`src/hw/mem_stage_pkg.sv`:
```
package mem_stage_pkg;

	// Cache set index widths, taken from the low bits of the ALU result
	localparam int ICACHE_IDX_BITS = 8;
	localparam int DCACHE_IDX_BITS = 8;

	// Word address bits decoded by the data RAM
	localparam int RAM_ADDR_BITS = 8;

	typedef enum logic [1:0] {
		width_byte = 2'd0,
		width_half = 2'd1,
		width_word = 2'd2
	} mem_width_e;

	typedef enum logic [1:0] {
		cop_icache_inval = 2'd0,
		cop_dcache_inval = 2'd1,
		cop_dcache_flush = 2'd2
	} cache_op_e;

	// Request from the execute stage, held until complete
	typedef struct packed {
		logic        load;
		logic        store;
		logic [31:0] addr;
		logic [31:0] mdr; // Store data before lane shifting
		mem_width_e  width;
		logic [3:0]  rd_sel;
	} mem_req_t;

	typedef struct packed {
		logic        access;
		logic        wr_en;
		logic [31:0] addr;
		mem_width_e  width;
		logic [31:0] wr_val;
	} dbg_req_t;

	typedef struct packed {
		logic [29:0] addr; // Word address
		logic [3:0]  bytesel;
		logic        wr_en;
		logic [31:0] wr_val;
		logic        access;
	} bus_req_t;

	typedef struct packed {
		logic [31:0] rd_data;
		logic        ack;
		logic        error;
	} bus_rsp_t;

	typedef struct packed {
		logic        update_rd;
		logic [3:0]  rd_sel;
		logic [31:0] val;
	} wb_t;

endpackage
```
`src/hw/mem_lane_align.sv`:
```
`timescale 1ns/1ns

module mem_lane_align (
	input  logic                    clk,
	input  logic                    dbg_en,
	input  mem_stage_pkg::mem_req_t mem_req,
	input  mem_stage_pkg::dbg_req_t dbg_req,
	input  mem_stage_pkg::bus_rsp_t bus_rsp,
	output mem_stage_pkg::bus_req_t bus_req,
	output logic [31:0]             load_data
);
	import mem_stage_pkg::*;

	logic [31:0] acc_addr;
	mem_width_e  acc_width;
	logic [31:0] acc_wr_data;
	logic [1:0]  lane;
	logic [31:0] rd_shifted;

	// The debugger owns the bus whenever debug mode is on
	always_comb begin
		if (dbg_en) begin
			acc_addr = dbg_req.addr;
			acc_width = dbg_req.width;
			acc_wr_data = dbg_req.wr_val;
			bus_req.access = dbg_req.access;
			bus_req.wr_en = dbg_req.wr_en;
		end else begin
			acc_addr = mem_req.addr;
			acc_width = mem_req.width;
			acc_wr_data = mem_req.mdr;
			bus_req.access = mem_req.load | mem_req.store;
			bus_req.wr_en = mem_req.store;
		end
	end

	assign lane = acc_addr[1:0];
	assign bus_req.addr = acc_addr[31:2];

	// Read data from the addressed lane moved down to bit 0
	assign rd_shifted = bus_rsp.rd_data >> {lane, 3'b000};

	always_comb begin
		case (acc_width)
			width_byte: begin
				bus_req.bytesel = 4'b0001 << lane;
				bus_req.wr_val = acc_wr_data << {lane, 3'b000};
				load_data = {24'b0, rd_shifted[7:0]};
			end
			width_half: begin
				// Only bit 1 picks the half, bit 0 is ignored
				bus_req.bytesel = lane[1] ? 4'b1100 : 4'b0011;
				bus_req.wr_val = lane[1] ? {acc_wr_data[15:0], 16'b0} : acc_wr_data;
				load_data = lane[1] ? {16'b0, bus_rsp.rd_data[31:16]}
				                    : {16'b0, bus_rsp.rd_data[15:0]};
			end
			default: begin
				bus_req.bytesel = 4'b1111;
				bus_req.wr_val = acc_wr_data;
				load_data = bus_rsp.rd_data;
			end
		endcase
	end

	// The execute stage issues one kind of access at a time
	load_store_exclusive: assert property (@(posedge clk) !(mem_req.load && mem_req.store))
		else $error("load and store presented together");

endmodule

```
`config.mk`:
```
export PLATFORM = sky130hd
export DESIGN_NAME = mem_lane_align
export DESIGN_NICKNAME = d
export VERILOG_FILES = /design/src/hw/mem_stage_pkg.sv /design/src/hw/mem_lane_align.sv
export SDC_FILE = /design/constraint.sdc
export NUM_CORES = 1
export LEC_CHECK = 0
export ABC_CLOCK_PERIOD_IN_PS = 1600
export BUFFER_PORTS_ARGS = -buffer_cell sky130_fd_sc_hd__buf_2
export CAP_MARGIN = 20
export CORE_AREA = 3 3 106 108
export DETAILED_ROUTE_END_ITERATION = 8
export DIE_AREA = 0 0 109 111
export PLACE_DENSITY = 0.59
export SETUP_SLACK_MARGIN = 0.1
export SYNTH_ARGS = -nofsm -noshare
export SYNTH_HDL_FRONTEND = slang
export SYNTH_SLANG_ARGS = --single-unit
export TNS_END_PERCENT = 20
```
`constraint.sdc`:
```
create_clock -name vclk -period 1.6
set_clock_uncertainty 0.15 [all_clocks]
set_input_delay 0.16 -clock vclk [all_inputs]
set_output_delay 0.16 -clock vclk [all_outputs]
set_load 0.02 [all_outputs]
```
Yosys cells after proc, flatten, opt, wreduce, memory -nomap -nowiden
Index checks and enable logic that the tools add are counted.
- bits in registers: 0
- logic and storage cells: 17
- bits of input ports: 176
- output and inout bits: 100
- bitwise operators: 1
- equal/unequal tests: 1
- reduce and logical (&&, ||, !) cells: 1
- multiplexer cells: 11
- shifts and indexed selects: 3
- operators by type and width (kind ; number):
    case mux 32 bit (2 select lines) ; 2
    2-to-1 mux 32 bit ; 3
    left shift 32 x 5 -> 32 bit ; 1
    right shift 32 x 5 -> 8 bit ; 1
    2-to-1 mux 16 bit ; 1
    case mux 4 bit (2 select lines) ; 1
    2-to-1 mux 4 bit ; 1
    left shift 1 x 2 -> 4 bit (first input constant) ; 1
    equality test 2 x 1 -> 1 bit (second input constant) ; 1
    logical NOT 2 bit ; 1
    2-to-1 mux 1 bit ; 2
    2-to-1 mux 2 bit ; 1
    bitwise OR 1 bit ; 1

Logic depth before layout (Yosys ltp)
Gate-level depths: netlist of the first run.
- word-level depth: 3
- depth in mapped cells: 7
- mapped depth without buffers: 5

Worst setup path before layout of the first run
No wires, ideal clock.
- path kind: input to output
- start point: in dbg_en
- end point: out bus_req[20] (netlist bit)
- arrival: 1.618 ns
- path slack: -0.328 ns
- data required time: 1.290 ns
- path buffers: 3
- stages on the path: 5
- cell sequence: buf_6 -> mux2_2 -> buf_2 -> buf_2 -> o31ai_1
- RTL lines (what ; line ; RTL):
    start, declared ; mem_lane_align.sv:5 ; input logic dbg_en,
    end, declared ; mem_lane_align.sv:9 ; output mem_stage_pkg::bus_req_t bus_req,

Worst setup path in the final report of the first run
- start point: in dbg_en
- end point: out load_data[1]
- cells in the longest elaborated chain, start to end: 3
- RTL lines (what ; line ; RTL):
    2-to-1 mux 32 bit or 2-to-1 mux 2 bit (tied branches) ; mem_lane_align.sv:22 ; if (dbg_en) begin
    right shift 32 x 5 -> 8 bit, or another cell as far along ; mem_lane_align.sv:41 ; assign rd_shifted = bus_rsp.rd_data >> {lane, 3'b000};
    case mux 32 bit (2 select lines) (*) ; mem_lane_align.sv:44 ; case (acc_width)
    end, declared ; mem_lane_align.sv:10 ; output logic [31:0] load_data
Mark *: on every way between the ends. The rest lies on a longest branch, timed or not.

==> results.toml, run 1 <==
[outcome]
outcome = "complete, but fails checks"
violations = "negative setup slack"

[logic_synthesis]
ys_seq_area_share_pct = 0
syn_area_um2 = 1973
synth_cells = 262
syn-num-nets = 438
yosysUniqueCellTypes = 31
yosys_warnings = 0
syn_avg_cell_area_um2 = 7.531

[critical_path]
end_kind = "output pin"
arrival_ns = 1.60
crit_path_frequent_cell = "buf_6"
critPathLaunch = "dbg_en"
crit_type = "input port to output pin"
cp_max_fo = 8
crit_buf_inv = 5
path_cells = "buf_12 -> and3b_2 -> buf_6 -> o21ai_4 -> buf_6 -> buf_12 -> a21oi_2 -> a221o_1 -> buf_6"
cp-start-kind = "input port"
cpMaxStageDelayCell = "a221o_1"
cp_top_family = "buffers and inverters"
cp.required_ns = 1.29
cpPeakStageDelay_ns = 0.29

[timing]
fin_crit_ns = 1.909
finalSetupViolations = 70
slew_headroom_pct = 74.19
rsz0062_at_grt = "yes"
hold_ws_ns = 0.4917
worstMarginPinSlew_ns = 0.3763
slew_viol_final = 0
final.setup.worst_slack_ns = -0.3093
fin_tns_setup_ns = -11.76
period_share_pct = 119.3
finalHoldViolCount = 0
fmax_mhz = 523.7

[global_routing]
track_usage_pct = 18.18
grt_max_degree = 19
grt_pass1_vias = 3633
met2_usage_pct = 33.29
grt.busiest_layer = "met2"
antenna_found_initial = 0
grt_first_pass_wirelength_mm = 18.11
grt_overflow_total = 0
grtUsageMet1_pct = 22.88
grtUsageMet3_pct = 2.446

[layout]
drive_gt1_share_pct = 80.76
design.seq.count = 0
multi_input_area_um2 = 2262
final_cell_area_um2 = 5268
layout_common_cells = "189 x buf_2, 81 x buf_6, 81 x buf_4, 32 x mux2i_1, 30 x mux2_2"
final_nets = 786
layout_commonest_cell = "buf_2"
antennaDiodeCount = 0
synthToLayoutAreaGrowth_pct = 167.0
fill_cells = 950
register_area_um2 = 0
nClkBuffers = 0
stdcell_count = 744
postLayoutCoreUtil_pct = 51.02

[hold_path]
worstHoldStart = "bus_rsp[20]"
holdPathStages = 3
hold_end = "load_data[18]"
hp-class = "input port to output pin"

[pwr]
leakagePower_nw = 2.640
ir_drop_mv = 0.2062
power_mw = 2.327
power_density_nw_per_um2 = 441.7

[detailed_routing]
ant_nets = 0
vias = 3622
wl_per_cell_um = 17.52
drc = 0
drt-vias-per-instance = 4.868
wl_mm = 13.03
drtIter0Drc = 150
dr.pass1.iters = 4

[run]
maxCapViolCount = 0

[place]
place_ws_ns = -0.4679
port_buffers = 269
place_congestion = 0.8898
place_area_um2 = 4233
place_inst = 729
hpwl_mm = 10.09

[die]
design.core.area_um2 = 10320
die_h_um = 111
placementRows = 37
initial_core_util_pct = 19.11
dieWidth_um = 109
die-area_um2 = 12100
num_io_pins = 276

[clock_tree]
cts_hold_buf = 0
worst min-delay path: cells and delay by family:
kind,cells,cell delay (ns)
buffers and inverters,2,0.19
AND/OR/NAND/NOR,1,0.13
cells by family (layout without fill, tap and decap cells):
logic type / count (synthesis) / in the layout / synth area share [%]
compound gates: 83 / 83 / 31.26
mux: 78 / 78 / 41.79
simple gates: 75 / 75 / 19.15
buf+inv: 26 / 372 / 7.799
synth_stat cells, types with 3 or more instances:
library cell / count / share of area [%]
o22a_1: 8 / 3.6
buf_4: 3 / 1.1
a221o_1: 15 / 7.6
nor2_1: 28 / 5.3
and2_1: 16 / 5.1
buf_2: 12 / 3.0
nor4_1: 6 / 1.9
o21ai_0: 6 / 1.5
mux2_2: 35 / 20
mux2i_1: 43 / 22
o22ai_1: 22 / 7.0
a22o_1: 8 / 3.6
nand2_1: 19 / 3.6
buf_6: 4 / 2.3
a21oi_1: 17 / 4.3
clkbuf_1: 4 / 0.76
how the worst max path moves through the flow:
stage,to,cells after the start
after CTS,bus_req[27],8
after floorplan,load_data[0],5
after detailed placement,bus_req[27],6
after global routing,load_data[1],8
after global placement,bus_req[27],6
final,load_data[1],9
cell type report:
cell class	count	share of cell area, %
multi-input combinational	236	42.95
timing repair buffer	369	53.56
inverter	3	0.2613
tap	136	3.230
where the power goes:
| part | leakage (nW) | switching, mW | internal, mW |
|---|---|---|---|
| Combinational | 2.64 | 1.12 | 1.21 |
| Sequential | 0 | 0 | 0 |
| Clock | 0 | 0 | 0 |
routing by layer:
layer,vias to the layer above,routed length [µm]
li1,1710,-
met1,1712,5281
met4,0,152
met3,14,945
met5,-,0
met2,186,6654
repair_timing:
item | CTS | global route
setup buffers | 12 | 0
hold endpoints to repair | 0 | 0
gates cloned | 1 | 2
resized for setup | 159 | 104
setup endpoints to repair | 99 | 98
pin swaps | 24 | 19
Power figures use the tool's default switching activity.
==> run 2: changes to the inputs <==
- PLACE_DENSITY: 0.59 -> 0.67
- RECOVER_POWER: unset -> 25
==> run 2 against run 1 <==
The flow still finishes with violations (negative setup slack). First-iteration DRC count is 7.3% higher. Power fell by 6.4%. Design area is 5.4% lower. Global-route usage increased by 0.20 points. Worst setup slack gained 0.028 ns. Die area did not move. Worst hold slack better by 0.023 ns. Combinational power decreased by 6%. Sequential share of layout area stayed put. Fmax is 1.5% higher. Utilization decreased by 2.7 points. Largest power group unchanged. Highest routed layer unchanged.
==> results.toml, run 2 (synthesis results as in run 1) <==
[outcome]
outcome = "complete, but fails checks"
violations = "negative setup slack"

[critical_path]
cp.required_ns = 1.29
crit_cells = 9
end_kind = "output pin"
crit_buf_inv = 5
cpMaxStageDelayCell = "a221o_1"
path_cells = "buf_8 -> nor3b_4 -> buf_6 -> or2_4 -> buf_12 -> buf_12 -> o22ai_2 -> a221o_1 -> buf_6"
cp-start-kind = "input port"
cp_top_family = "buffers and inverters"
cpPeakStageDelay_ns = 0.35
cp_max_fo = 8
arrival_ns = 1.57
crit_type = "input port to output pin"

[die]
die_h_um = 111
num_io_pins = 276
design.core.area_um2 = 10320
die-area_um2 = 12100
placementRows = 37
initial_core_util_pct = 19.11
dieWidth_um = 109

[global_routing]
antenna_found_initial = 0
grtUsageMet3_pct = 1.631
grt_overflow_total = 0
met2_usage_pct = 33.09
grt_pass1_vias = 3617
grt_first_pass_wirelength_mm = 18.46
grt.busiest_layer = "met2"
track_usage_pct = 18.38
grt_max_degree = 24
grtUsageMet1_pct = 24.04

[detailed_routing]
drtIter0Drc = 161
drc = 0
wl_mm = 12.90
vias = 3555
drt-vias-per-instance = 4.857
dr.pass1.iters = 4
ant_nets = 0
wl_per_cell_um = 17.62

[timing]
finalHoldViolCount = 0
fin_tns_setup_ns = -9.069
worstMarginPinSlew_ns = 0.3611
slew_headroom_pct = 75.24
fmax_mhz = 531.5
slew_viol_final = 0
final.setup.worst_slack_ns = -0.2815
fin_crit_ns = 1.881
finalSetupViolations = 50
period_share_pct = 117.6
rsz0062_at_grt = "yes"

[pwr]
power_density_nw_per_um2 = 436.8
leakagePower_nw = 2.489
ir_drop_mv = 0.2357

[place]
place_ws_ns = -0.4130
place_inst = 712
hpwl_mm = 9.978
port_buffers = 269
place_congestion = 0.8796

[layout]
fill_cells = 969
register_area_um2 = 0
final_nets = 774
synthToLayoutAreaGrowth_pct = 152.6
design.seq.count = 0
nClkBuffers = 0
layout_commonest_cell = "buf_2"
stdcell_count = 732
layout_common_cells = "222 x buf_2, 65 x buf_4, 42 x buf_6, 33 x mux2_2, 30 x mux2i_1"
antennaDiodeCount = 0
multi_input_area_um2 = 2287
drive_gt1_share_pct = 77.52

[hold_path]
hp-class = "input port to output pin"
holdPathStages = 3
worstHoldStart = "dbg_req[47]"
hold_end = "bus_req[49]"

[clock_tree]
cts_hold_buf = 0

[run]
maxCapViolCount = 0
-- run 2: how the worst max path moves through the flow --
stage                     from            to  slack [ns]
CTS                     dbg_en   bus_req[32]       -0.27
floorplan               dbg_en  load_data[0]       -0.16
global route        mem_req[4]   bus_req[32]       -0.35
global placement        dbg_en   bus_req[20]       -0.36
finish              mem_req[4]   bus_req[25]       -0.28
detailed placement      dbg_en   bus_req[20]       -0.41
-- run 2: cell type report --
class              count  share of cell area [%]
inverters              3                  0.2761
multi-input cells    236                   45.88
well taps            136                   3.414
repair buffers       357                   50.43
-- run 2: routing by layer --
layer | up-vias | wire length (µm)
met5 | - | 0
met4 | 0 | 105
met3 | 16 | 910
met2 | 158 | 6704
met1 | 1691 | 5175
li1 | 1690 | -
-- run 2: power by group --
group | total, mW | switching (mW) | internal [mW]
Combinational | 2.18 | 1.10 | 1.08
Sequential | 0 | 0 | 0
Clock | 0 | 0 | 0
Total | 2.18 | 1.10 | 1.08
-- run 2: per-stage QoR --
| step | utilization [%] | cell area [µm²] | power (mW) | hold WS [ns] |
|---|---|---|---|---|
| 3_3_place_gp | 39.73 | 4101 | 1.732 | 0.5041 |
| 4_1_cts | 43.76 | 4518 | 1.972 | 0.5170 |
| 6_report | 48.29 | 4985 | 2.177 | 0.5144 |
| 3_5_place_dp | 39.73 | 4101 | 1.755 | 0.5155 |
| 2_1_floorplan | - | 2108 | 0.9747 | 0.3527 |
| 5_1_grt | 48.29 | 4985 | 2.308 | 0.5269 |
-- run 2: repair_timing --
action                                  CTS  global route
cloned                                    0             3
pin swaps                                26            10
resized for setup                       101            72
endpoints found under the setup margin   98            97
setup buffers                             7            10
