File: src/hw/mem_stage_pkg.sv
package mem_stage_pkg;

	// Cache set index widths, taken from the low bits of the ALU result
	localparam int ICACHE_IDX_BITS = 8;
	localparam int DCACHE_IDX_BITS = 8;

	// Word address bits decoded by the data RAM
	localparam int RAM_ADDR_BITS = 8;

	typedef enum logic [1:0] {
		width_byte = 2'd0,
		width_half = 2'd1,
		width_word = 2'd2
	} mem_width_e;

	typedef enum logic [1:0] {
		cop_icache_inval = 2'd0,
		cop_dcache_inval = 2'd1,
		cop_dcache_flush = 2'd2
	} cache_op_e;

	// Request from the execute stage, held until complete
	typedef struct packed {
		logic        load;
		logic        store;
		logic [31:0] addr;
		logic [31:0] mdr; // Store data before lane shifting
		mem_width_e  width;
		logic [3:0]  rd_sel;
	} mem_req_t;

	typedef struct packed {
		logic        access;
		logic        wr_en;
		logic [31:0] addr;
		mem_width_e  width;
		logic [31:0] wr_val;
	} dbg_req_t;

	typedef struct packed {
		logic [29:0] addr; // Word address
		logic [3:0]  bytesel;
		logic        wr_en;
		logic [31:0] wr_val;
		logic        access;
	} bus_req_t;

	typedef struct packed {
		logic [31:0] rd_data;
		logic        ack;
		logic        error;
	} bus_rsp_t;

	typedef struct packed {
		logic        update_rd;
		logic [3:0]  rd_sel;
		logic [31:0] val;
	} wb_t;

endpackage
File: src/hw/mem_writeback.sv
`timescale 1ns/1ns

module mem_writeback (
	input  logic                    clk,
	input  logic                    rst,
	input  logic                    dbg_en,
	input  mem_stage_pkg::mem_req_t mem_req,
	input  logic                    update_rd,
	input  logic [3:0]              rd_sel,
	input  logic [31:0]             wr_val,
	input  mem_stage_pkg::bus_rsp_t bus_rsp,
	input  logic [31:0]             load_data,
	input  logic                    cache_done,
	output mem_stage_pkg::wb_t      wb,
	output logic                    complete,
	output logic                    data_abort,
	output logic                    busy,
	output logic                    dbg_compl,
	output logic [31:0]             dbg_rd_val
);
	import mem_stage_pkg::*;

	logic       mem_done;
	logic       loading;  // Outstanding pipeline access is a load
	logic [3:0] load_rd;  // Destination captured when the load was issued
	wb_t        load_wb;
	wb_t        alu_wb;

	assign mem_done = bus_rsp.ack | bus_rsp.error;

	assign complete = mem_done | cache_done;
	assign data_abort = bus_rsp.error;

	// Debug accesses complete in the same cycle as the bus response
	assign dbg_compl = dbg_en & mem_done;
	assign dbg_rd_val = load_data;

	always_ff @(posedge clk) begin
		alu_wb.rd_sel <= rd_sel;
		alu_wb.val <= wr_val;

		if (mem_req.load)
			load_rd <= mem_req.rd_sel;

		if (mem_done && loading) begin
			load_wb.rd_sel <= load_rd;
			load_wb.val <= load_data;
		end

		if (rst) begin
			loading <= 1'b0;
			load_wb.update_rd <= 1'b0;
			alu_wb.update_rd <= 1'b0;
		end else begin
			if (mem_done)
				loading <= 1'b0;
			else if (mem_req.load || mem_req.store)
				loading <= mem_req.load;

			// Faulting loads and loads under debug leave the register file alone
			load_wb.update_rd <= mem_done && loading && !bus_rsp.error && !dbg_en;
			alu_wb.update_rd <= update_rd;
		end
	end

	assign wb = load_wb.update_rd ? load_wb : alu_wb; // Load result wins the write port

	assign busy = mem_req.load | mem_req.store | wb.update_rd;

	// The RAM answers an access with either ack or error, never both
	ack_error_exclusive: assert property (@(posedge clk) disable iff (rst)
		!(bus_rsp.ack && bus_rsp.error))
		else $error("ack and error in the same cycle");

endmodule

File: config.mk
export PLATFORM = sky130hd
export DESIGN_NAME = mem_writeback
export DESIGN_NICKNAME = d
export VERILOG_FILES = /design/src/hw/mem_stage_pkg.sv /design/src/hw/mem_writeback.sv
export SDC_FILE = /design/constraint.sdc
export NUM_CORES = 1
export LEC_CHECK = 0
export ABC_AREA = 1
export BUFFER_PORTS_ARGS = -buffer_cell sky130_fd_sc_hd__buf_2
export CORE_AREA = 2 2 98 100
export DETAILED_ROUTE_END_ITERATION = 16
export DIE_AREA = 0 0 100 102
export PLACE_DENSITY = 0.68
export SLEW_MARGIN = 20
export SYNTH_ARGS = -nofsm -noshare
export SYNTH_HDL_FRONTEND = slang
export SYNTH_SLANG_ARGS = --single-unit
File: constraint.sdc
create_clock -name clk -period 3.5 [get_ports clk]
set_clock_uncertainty 0.05 [all_clocks]
set_input_delay 0.875 -clock clk [delete_from_list [all_inputs] [get_ports clk]]
set_output_delay 0.875 -clock clk [all_outputs]
set_load 0.01 [all_outputs]
# After elaboration in Yosys (flattened, before gate mapping)
# Index checks and enable logic that the tools add are counted.
# word_totals
out_inout_bits	73
elab_cells	21
regBits	79
inputBits	179
# classes
reduce_logical	7
n_mux	1
bitwise_logic	5
# op_table
op	count
2-to-1 mux 37 bit	1
bitwise OR 1 bit	4
logical AND 1 bit	3
zero test 1 bit	2
OR reduction 2 bit	1
AND 1 bit	1
logical OR 1 bit	1

# Logic depth before layout (Yosys ltp)
# Gate-level depths: netlist of run 1.
# logic_depth
word_depth	4
depth_mapped	6
mapped_depth_nobuf	4

# Worst setup path after synthesis of run 1
# Ideal clock, no wire load.
# synth_timing
path_kind	input -> output
startpoint	input port bus_rsp[0] in the netlist's numbering
endpoint	output port complete
n_path_buf	0
cell_stages	3
path_slack_ns	1.311
required_time_ns	2.575
t_arrival_ns	1.264
path_cell_list	inv_1 nand2_1 or2_2
# synth_between
elab_chain_len	2
# synth_rtl
element	line_no	source
from (decl)	mem_writeback.sv:11	input mem_stage_pkg::bus_rsp_t bus_rsp,
bitwise OR 1 bit	mem_writeback.sv:29	assign mem_done = bus_rsp.ack | bus_rsp.error;
bitwise OR 1 bit	mem_writeback.sv:31	assign complete = mem_done | cache_done;
to (decl)	mem_writeback.sv:15	output logic complete,
# Every way passes these cells.

# Final worst setup path of run 1
# Ends and elaborated chain as after synthesis.

==> summary.txt, run 1 <==
STA
  – Final hold vios: 0
  – Max Clock Freq: ~410 MHz
  – PnR worst setup slack: 1040 ps
  – Worst-Margin Slew: 671 ps
  – Final Setup Violations: 0
  – Max_slew headroom: 55.2%
  – Setup TNS: 0 ps
  – Slew Limit Fails: 0
  – RSZ-0062 raised after global routing: false
  – Post-route minimum period: 2460 ps
  – Period utilisation layout: 70.3%

Finish
  – # diodes: 0
  – Commonest non-fill, non-tap cell in the layout: buf_2
  – Area Growth Syn to Fin: 30.2%
  – Commonest cells after routing, fill and taps aside: 153 x buf_2, 112 x nand2_1, 40 x edfxtp_1
  – Final core occ: 39.9%
  – Share of layout cells above drive strength 1: between 40% and 50%
  – Final net count: approximately 560
  – # fillers: 909

Synth
  – Area share of fa/ha/maj cells after synthesis: 0%
  – Yosys reg bits: 79
  – Seq/Total Area, Yosys: 71.0%
  – Mapped Cells: 251
  – Mean post-synth cell area: 11.1 µm²
  – Main combinational cell family by area after synthesis: simple AND/OR/NAND/NOR gates
  – Multiplexer share of the synthesized area: 0%
  – Compound-Gate Fraction of Synth Area: 0.179%
  – Synth unique cells: 12
  – Post-Syn Nets: 430
  – Synth Area in Simple Gates: 16.4%
  – YS warnings: 0
  – Xor/xnor share of the synthesized area: 0%
  – Synth Cell Area: 0.00279 mm²

Detailed routing
  – Length of routed met3 wiring: just over 600 µm
  – DR WL/cell: 11.9 µm
  – Wl on met1: 2.62 mm
  – Residual DRC count: 0
  – DR pass1 iterations: 4
  – Routed wl met2: 2.56 mm
  – DR vias/cell: 3.95
  – Routed vias: 1949
  – Routed Antenna Nets: 0
  – DR top layer: met4
  – 1st-iter DRT viols: 54
  – DRT Wirelength: 5.87 mm

Die
  – Die Ht: 102 µm
  – Initial core utilization: 30.7%
  – Die area: approximately 0.01 mm²
  – Cell Rows: 35
  – Die width: ~100 µm
  – Core area: 0.00911 mm²
  – IO Pins: 252

GRT
  – GR Util All Layers: 11.1%
  – Largest net degree at the start of global routing: 39
  – First-pass GRT wire length: 8.59 mm
  – Initial antenna violation count: 0
  – Vias in the first global route: approximately 1.8k
  – Grt ovf: 0

Clock tree
  – CTS Hold Bufs: 0
  – CTS resizes: 0
  – Clock Latency Late Sink: 340 ps
  – CTS buffer count: 9
  – Post-CTS repair timing setup buffer count: 0
  – Clock tree sinks: 79
  – Clk slew on worst S/H paths: 80 ps
  – H-tree Lvls: 3
  – Root Driver: clkbuf_8
  – Max clock buf depth: 2
  – CTS tree: built

Worst setup path
  – Crit path largest cell delay: 270 ps
  – Most common cell on crit path: buf_2
  – Cell Chain, Critical Path: buf_2, inv_1, nand2_1, or2_2, buf_2
  – R2R depth: 3
  – WP data arrival: 1540 ps
  – Worst setup SP type: primary input
  – Setup crit end: complete
  – Reg2reg end: load_wb[13]
  – R2R Path Start: loading
  – Crit path max fanout: 3
  – CP max stage cell: or2_2
  – R2R setup slack: between 2000 and 2500 ps
  – Worst setup EP type: primary output
  – Crit. Startpoint: bus_rsp[0]
  – Worst Path Required: ~2600 ps
  – Setup CP Type: primary input to primary output

Power and ir drop
  – Max rail drop VDD: approximately 0.00026 V
  – Leakage: 0.00179 µW
  – Pwr per Cell Area: about 530 mW/mm²

Placement
  – Pre-CTS WS: 1050 ps
  – IO Port Bufs: 153
  – DP HPWL: 4.21 mm
  – Placer's final routability congestion estimate: 0.705

Hold path
  – Worst hold path stage count: 0
  – Hold Crit Class: register to register

Flow run
  – # Max-Cap Violations: 0

Outcome
  – Outcome: finished clean
## Yosys cell counts
library cell | n | area (µm²)
a21oi_1 | 1 | 5.00
buf_2 | 4 | 20.0
buf_4 | 33 | 248
buf_6 | 4 | 45.0
dfxtp_1 | 39 | 781
edfxtp_1 | 40 | 1200
inv_1 | 8 | 30.0
inv_2 | 1 | 3.75
nand2_1 | 112 | 420
nand3_1 | 2 | 10.0
nor2_1 | 6 | 22.5
or2_2 | 1 | 6.26
## kinds of logic (layout without fill, tap and decap cells)
group | Yosys count | count (layout)
and+or+nand+nor | 121 | 121
DFF | 79 | 79
buffers and inverters | 50 | 181
AOI/OAI and AO/OA | 1 | 1
## power by group
group | total, µW | switching [µW] | internal, µW
Sequential | 1010 | 7.92 | 1010
Combinational | 149 | 76.6 | 72.3
Clock | 757 | 311 | 447
Total | 1920 | 395 | 1520
## sequential cells by signal, indices dropped and copies added (netlist names)
register  flops
loading       1
load_rd       4
load_wb      37
alu_wb       37
## worst min-delay path by stage
stage          startpoint     endpoint  slack, ps
5_1_grt        load_rd[3]  load_wb[35]        370
2_1_floorplan  load_rd[0]  load_wb[32]        350
4_1_cts        load_rd[3]  load_wb[35]        380
3_5_place_dp   load_rd[1]  load_wb[33]        360
3_3_place_gp   load_rd[2]  load_wb[34]        350
6_report       load_rd[3]  load_wb[35]        370
## stage by stage
| step | total power [µW] | hold WS, ps | instances | area, µm² |
|---|---|---|---|---|
| 3_3_place_gp | 1180 | 352 | 477 | 3410 |
| 6_report | 1920 | 373 | 493 | 3630 |
| 3_5_place_dp | 1190 | 361 | 477 | 3410 |
| 2_1_floorplan | 1110 | 350 | 251 | 2790 |
| 4_1_cts | 1950 | 375 | 493 | 3630 |
| 5_1_grt | 2000 | 374 | 493 | 3630 |
## layer usage
| layer | up-vias | global-route usage [%] |
|---|---|---|
| met1 | 826 | 14.1 |
| met4 | 0 | 4.74 |
| met5 | - | 0 |
| met2 | 112 | 17.3 |
| met3 | 9 | 4.04 |
| li1 | 1002 | - |
## final cells by class
type	count	area [µm²]	share of cell area, %
inverter	9	33.8	0.929
clock inverter	3	67.6	1.86
multi-input combinational	122	464	12.8
sequential	79	1980	54.5
timing repair buffer	156	788	21.7
tap	111	139	3.82
clock buffer	13	160	4.41
## critical path: cells and delay by family
family | cells | cell delay, ps
simple gates | 2 | 340
buf+inv | 3 | 320
Power figures use the tool's default switching activity.
==> inputs of run 2 (changes only) <==
--- a/config.mk
+++ b/config.mk
@@ -10,7 +10,7 @@
 export CORE_AREA = 2 2 98 100
 export DETAILED_ROUTE_END_ITERATION = 16
 export DIE_AREA = 0 0 100 102
-export PLACE_DENSITY = 0.68
+export PLACE_DENSITY = 0.71
 export SLEW_MARGIN = 20
 export SYNTH_ARGS = -nofsm -noshare
 export SYNTH_HDL_FRONTEND = slang
==> constraint.sdc (replaced) <==
create_clock -name clk -period 2.1 [get_ports clk]
set_clock_uncertainty 0.05 [all_clocks]
set_input_delay 0.525 -clock clk [delete_from_list [all_inputs] [get_ports clk]]
set_output_delay 0.525 -clock clk [all_outputs]
set_load 0.01 [all_outputs]
==> run 2 against run 1 <==
  * Register-to-register slack worse by 1400 ps
  * First-iteration DRC count is 30% lower
  * Cell count increased by 0.41%
  * Setup slack worse by 870 ps
  * Sequential share of layout area grew 0.23 points
  * Power up 55%
  * Die area stayed put
  * Core utilization decreased by 0.16 points
  * Global-route usage grew 0.75 points
  * Final area shrank 0.41%
  * Combinational power up 68%
  * Largest cell class unchanged
==> summary.txt, run 2 (same netlist as run 1, synthesis figures left out) <==
Clock tree
  – CTS buffer count: 9 (unchanged)
  – Root Driver: clkbuf_8
  – CTS Hold Bufs: 0 (unchanged)
  – CTS resizes: 0 (unchanged)
  – Clock tree sinks: 79 (unchanged)
  – H-tree Lvls: 3 (unchanged)
  – Clk slew on worst S/H paths: 90 ps (about the same)
  – CTS tree: built
  – Max clock buf depth: 2 (unchanged)
  – Post-CTS repair timing setup buffer count: 0 (unchanged)
  – Clock Latency Late Sink: 330 ps (about the same)

Placement
  – Placed insts: 479 (+0.42%)
  – Placer's final routability congestion estimate: 0.703 (-0.20%)
  – IO Port Bufs: 153 (unchanged)
  – DP HPWL: 4.43 mm (+5.3%)

Worst setup path
  – Crit path max fanout: 25 (+22)
  – Worst Path Required: 1520 ps (-1050 ps)
  – Worst setup SP type: register
  – Setup CP Type: register to primary output
  – CP max stage cell: dfxtp_1
  – CP top delay family: buffers and inverters
  – Most common cell on crit path: nand2_1
  – Worst setup EP type: primary output
  – Buffers and inverters on the worst path: 3 (unchanged)
  – Crit path largest cell delay: 330 ps (+60 ps)
  – WP data arrival: 1360 ps (-180 ps)
  – Cell Chain, Critical Path: inv_2, buf_12, nand2_1, nand2_1, buf_2

Power and ir drop
  – Cell-internal power: 2300 µW (+51%)
  – NetSw: 672 µW (+70%)
  – Leakage: 0.00179 µW (-0.29%)
  – Sequential Power Share: 56.9% (+4.1 points)
  – Pwr per Cell Area: 821 mW/mm² (+55%)
  – Power share of the clock group: 34.7% (-4.7 points)
  – Combinational share of power: 8.4% (+0.6 points)
  – Switching Share: 22.6% (+2.0 points)
  – Max rail drop VDD: 0.000291 V (+9.9%)

Detailed routing
  – 1st-iter DRT viols: 38 (-30%)
  – DR WL/cell: 11.9 µm (-0.27%)
  – Residual DRC count: 0 (unchanged)
  – Routed Antenna Nets: 0 (unchanged)
  – Routed vias: 1982 (+1.7%)
  – DR vias/cell: 4.00 (+1.3%)
  – DRT Wirelength: 5.88 mm (+0.14%)
  – DR pass1 iterations: 3 (-1)

GRT
  – GR Util All Layers: 11.9% (+0.75 points)
  – Largest net degree at the start of global routing: 26 (-33%)
  – Vias in the first global route: 1962 (+6.3%)
  – Initial antenna violation count: 0 (unchanged)
  – Grt ovf: 0 (unchanged)
  – First-pass GRT wire length: 8.98 mm (+4.5%)

Hold path
  – Hold Crit Class: primary input to register

Die
  – Initial core utilization: 30.7% (unchanged)
  – Die width: 100 µm (unchanged)
  – Cell Rows: 35 (unchanged)
  – IO Pins: 252 (unchanged)
  – Core area: 0.00911 mm² (unchanged)
  – Die Ht: 102 µm (unchanged)
  – Die area: 0.0102 mm² (unchanged)

STA
  – Final Setup Violations: 0 (unchanged)
  – Period utilisation layout: 92.2%
  – Worst hold slack: 228 ps (-145 ps)
  – Worst-Margin Slew: 273 ps (-397 ps)
  – Max_slew headroom: 81.8% (+27 points)
  – Slew Limit Fails: 0 (unchanged)
  – Setup TNS: 0 ps (unchanged)
  – Max Clock Freq: 517 MHz
  – Post-route minimum period: about 1900 ps
  – RSZ-0062 raised after global routing: false
  – Final hold vios: 0 (unchanged)

Finish
  – # fillers: 922 (+1.4%)
  – Commonest cells after routing, fill and taps aside: 153 x buf_2, 112 x nand2_1, 40 x edfxtp_1
  – Final core occ: 39.7% (-0.16 points)
  – Final std cells w/o fill: 495 (+0.41%)
  – # diodes: 0 (unchanged)
  – Share of layout cells above drive strength 1: 45.3% (+0.55 points)
  – Final net count: 558 (+0.36%)
  – Commonest non-fill, non-tap cell in the layout: buf_2
  – Area Growth Syn to Fin: 29.6%
  – Regs by FF count: alu_wb: 37 flops, load_wb: 37 flops, load_rd: 4 flops

Flow run
  – # Max-Cap Violations: 0 (unchanged)

Outcome
  – Outcome: finished clean
==> run 2: changes by cell type in the layout (fill, tap and decap cells not counted), sizes merged <==
cell	before	now
clkbuf	13	12
clkinv	0	2
clkinvlp	1	2
buf	156	158
bufinv	2	0
==> run 2: cell type report <==
cell class              instances  area, µm²  area share [%]
clock inverters                 4       28.8           0.795
clock buffers                  12        156            4.32
multi-input cells             122        464            12.8
flip-flops and latches         79       1980            54.8
inverters                       9       33.8           0.933
well taps                     111        139            3.84
repair buffers                158        816            22.5
==> run 2: worst paths after layout <==
kind                from     endpoint  slack [ps]  depth (start not counted)
max          load_wb[36]        wb[9]         160                          5
min           wr_val[10]   alu_wb[10]         230                          1
max reg2reg      loading   load_wb[5]         990                          3
min reg2reg   load_rd[1]  load_wb[33]         370                          0
==> run 2: power groups by stage <==
stage / clock network (µW) / logic (µW) / registers (µW)
2_1_floorplan: 0 / 135 / 1720
3_3_place_gp: 0 / 248 / 1720
3_5_place_dp: 0 / 254 / 1730
4_1_cts: 1080 / 255 / 1690
5_1_grt: 1160 / 280 / 1700
6_report: 1030 / 250 / 1690
==> run 2: layer usage <==
layer | wire length, µm | track usage [%] | part of all wire [%]
met1 | 2510 | 13.7 | 43
met2 | 2700 | 19.6 | 46
met3 | 591 | 4.38 | 10
met4 | 83 | 6.01 | 1.4
met5 | 0 | 0 | 0
==> run 2: through the flow <==
step,cell area (µm²),total power (µW),worst slack (ps)
6_report,3620,2970,165
3_5_place_dp,3430,1980,346
4_1_cts,3620,3030,117
2_1_floorplan,2790,1860,277
5_1_grt,3620,3130,13.4
3_3_place_gp,3430,1970,358
==> inputs of run 3 (changes only) <==
--- a/config.mk
+++ b/config.mk
@@ -10,7 +10,7 @@
 export CORE_AREA = 2 2 98 100
 export DETAILED_ROUTE_END_ITERATION = 16
 export DIE_AREA = 0 0 100 102
-export PLACE_DENSITY = 0.71
+export PLACE_DENSITY = 0.77
 export SLEW_MARGIN = 20
 export SYNTH_ARGS = -nofsm -noshare
 export SYNTH_HDL_FRONTEND = slang
==> run 3 against run 2 <==
  * Register-to-register slack improved by 30 ps
  * Non-clock buffer count down 2
  * Sequential power barely moved
  * Die area unchanged
  * Worst hold slack gained 0.86 ps
  * Flip-flop and latch count unchanged
  * Core utilization up 0.62 points
  * Clock-buffer cell count fell by 1
  * Setup slack worse by 2.7 ps
  * Clock power is 28% higher
  * Via count rose by 1.0%
  * Sequential share of layout area shrank 0.84 points
  * Critical endpoint is now wb[7]
==> summary.txt, run 3 (same netlist as run 1, synthesis figures left out) <==
Hold path
  – HP Start: wr_val[3]
  – Hold Crit Class: primary input to register
  – Endpoint, Worst Hold: alu_wb[3]
  – Worst hold path stage count: 1 (unchanged)

Finish
  – Area Growth Syn to Fin: 31.6%
  – # fillers: 898 (-2.6%)
  – Final net count: 556 (-0.36%)
  – Regs by FF count: alu_wb: 37 flops, load_wb: 37 flops, load_rd: 4 flops
  – Share of layout cells above drive strength 1: 45.0% (-0.29 points)
  – Commonest cells after routing, fill and taps aside: 153 x buf_2, 112 x nand2_1, 40 x edfxtp_1
  – Final Cell Area: 0.00368 mm² (+1.6%)
  – Commonest non-fill, non-tap cell in the layout: buf_2
  – FF+latch area: 0.00198 mm² (unchanged)
  – Multi-input logic area: 464 µm² (unchanged)
  – # diodes: 0 (unchanged)

Outcome
  – Outcome: finished clean

STA
  – Final hold vios: 0 (unchanged)
  – Max_slew headroom: 81.7% (-0.093 points)
  – Setup TNS: 0 ps (unchanged)
  – Period utilisation layout: 92.3% (+0.13 points)
  – Post-route minimum period: 1940 ps (+2.70 ps)
  – RSZ-0062 raised after global routing: false
  – Worst-Margin Slew: 275 ps (+1.79 ps)
  – Max Clock Freq: 516 MHz (-0.14%)
  – Slew Limit Fails: 0 (unchanged)
  – Final Setup Violations: 0 (unchanged)

Detailed routing
  – DR pass1 iterations: 4 (+1)
  – DR vias/cell: 4.06 (+1.4%)
  – Routed Antenna Nets: 0 (unchanged)
  – Residual DRC count: 0 (unchanged)
  – Routed vias: 2002 (+1.0%)
  – DR WL/cell: 12.2 µm (+2.5%)
  – DRT Wirelength: 6.00 mm (+2.1%)
  – 1st-iter DRT viols: 24 (-37%)

Worst setup path
  – Buffers and inverters on the worst path: 2 (-1)
  – Cell Chain, Critical Path: buf_6, nand2_1, nand2_1, buf_2
  – Setup CP Type: register to primary output
  – CP top delay family: buffers and inverters
  – R2R depth: 3 (unchanged)
  – Worst setup EP type: primary output
  – Crit path max fanout: 36 (+44%)
  – R2R Path Start: loading
  – Worst Path Required: 1520 ps (about the same)
  – Worst setup SP type: register
  – WP data arrival: 1360 ps (about the same)
  – Most common cell on crit path: nand2_1
  – Crit. Startpoint: load_wb[36]
  – Reg2reg end: load_wb[23]
  – CP max stage cell: dfxtp_1
  – Crit path largest cell delay: 390 ps (+60 ps)
  – R2R setup slack: 1020 ps (+30 ps)

GRT
  – GR Util All Layers: 11.8% (-0.064 points)
  – Vias in the first global route: 1961 (-0.051%)
  – Initial antenna violation count: 0 (unchanged)
  – Grt ovf: 0 (unchanged)
  – First-pass GRT wire length: 8.97 mm (about the same)
  – Largest net degree at the start of global routing: 37 (+42%)

Die
  – Core area: 0.00911 mm² (unchanged)
  – Die Ht: 102 µm (unchanged)
  – Die width: 100 µm (unchanged)
  – Initial core utilization: 30.7% (unchanged)
  – Die area: 0.0102 mm² (unchanged)
  – Cell Rows: 35 (unchanged)
  – IO Pins: 252 (unchanged)

Flow run
  – # Max-Cap Violations: 0 (unchanged)

Clock tree
  – H-tree Lvls: 3 (unchanged)
  – Post-CTS repair timing setup buffer count: 0 (unchanged)
  – Max clock buf depth: 2 (unchanged)
  – CTS tree: built
  – CTS buffer count: 9 (unchanged)
  – Clock Latency Late Sink: 330 ps (about the same)
  – Root Driver: clkbuf_8
  – Clock tree sinks: 79 (unchanged)
  – Clk slew on worst S/H paths: 80 ps (about the same)

Placement
  – DP HPWL: 4.39 mm (-0.95%)
  – IO Port Bufs: 153 (unchanged)
  – Placer's final routability congestion estimate: 0.721 (+2.6%)
  – Area after DPL: 0.00343 mm² (about the same)

Power and ir drop
  – Total power draw: 3260 µW (+9.7%)
  – Pwr per Cell Area: 887 mW/mm² (+8.0%)
  – Leakage: 0.00181 µW (+1.1%)
  – Max rail drop VDD: 0.000353 V (+21%)
==> run 3: worst max path at each step <==
stage          cells after the start    endpoint
6_report                           4       wb[7]
5_1_grt                            4       wb[3]
4_1_cts                            5      wb[28]
3_5_place_dp                       5    complete
3_3_place_gp                       5    complete
2_1_floorplan                      4  load_wb[0]
==> run 3: cell type report <==
cell class | instances | area share, %
multi-input cells | 122 | 12.6
flip-flops and latches | 79 | 53.9
clock inverters | 5 | 2.89
well taps | 111 | 3.78
clock buffers | 11 | 3.57
inverters | 9 | 0.987
repair buffers | 156 | 22.2
==> run 3: metal layers <==
layer / wire [µm] / track usage (%) / part of all wire, %
met5: 0 / 0 / 0
met4: 93 / 5.69 / 1.5
met3: 615 / 4.38 / 10
met2: 2700 / 19.5 / 45
met1: 2590 / 13.7 / 43
==> run 3: power breakdown <==
part,switching (µW),leakage (µW),internal (µW)
logic,128,0.000999,122
clock network,527,0.000114,793
registers,13.3,0.000694,1680
==> run 3: repair_timing <==
item | 4_1_cts | 5_1_grt
resized for setup | 0 | 3
setup endpoints to repair | 0 | 2
hold buffers | 0 | 0
==> run 3: through the flow <==
step	std cells	setup slack, ps	utilization [%]	hold WS [ps]
2_1_floorplan	251	277	-	350
3_3_place_gp	477	362	37.7	351
3_5_place_dp	477	339	37.7	356
4_1_cts	493	43.7	40.3	207
5_1_grt	493	41.0	40.4	196
6_report	493	162	40.4	229
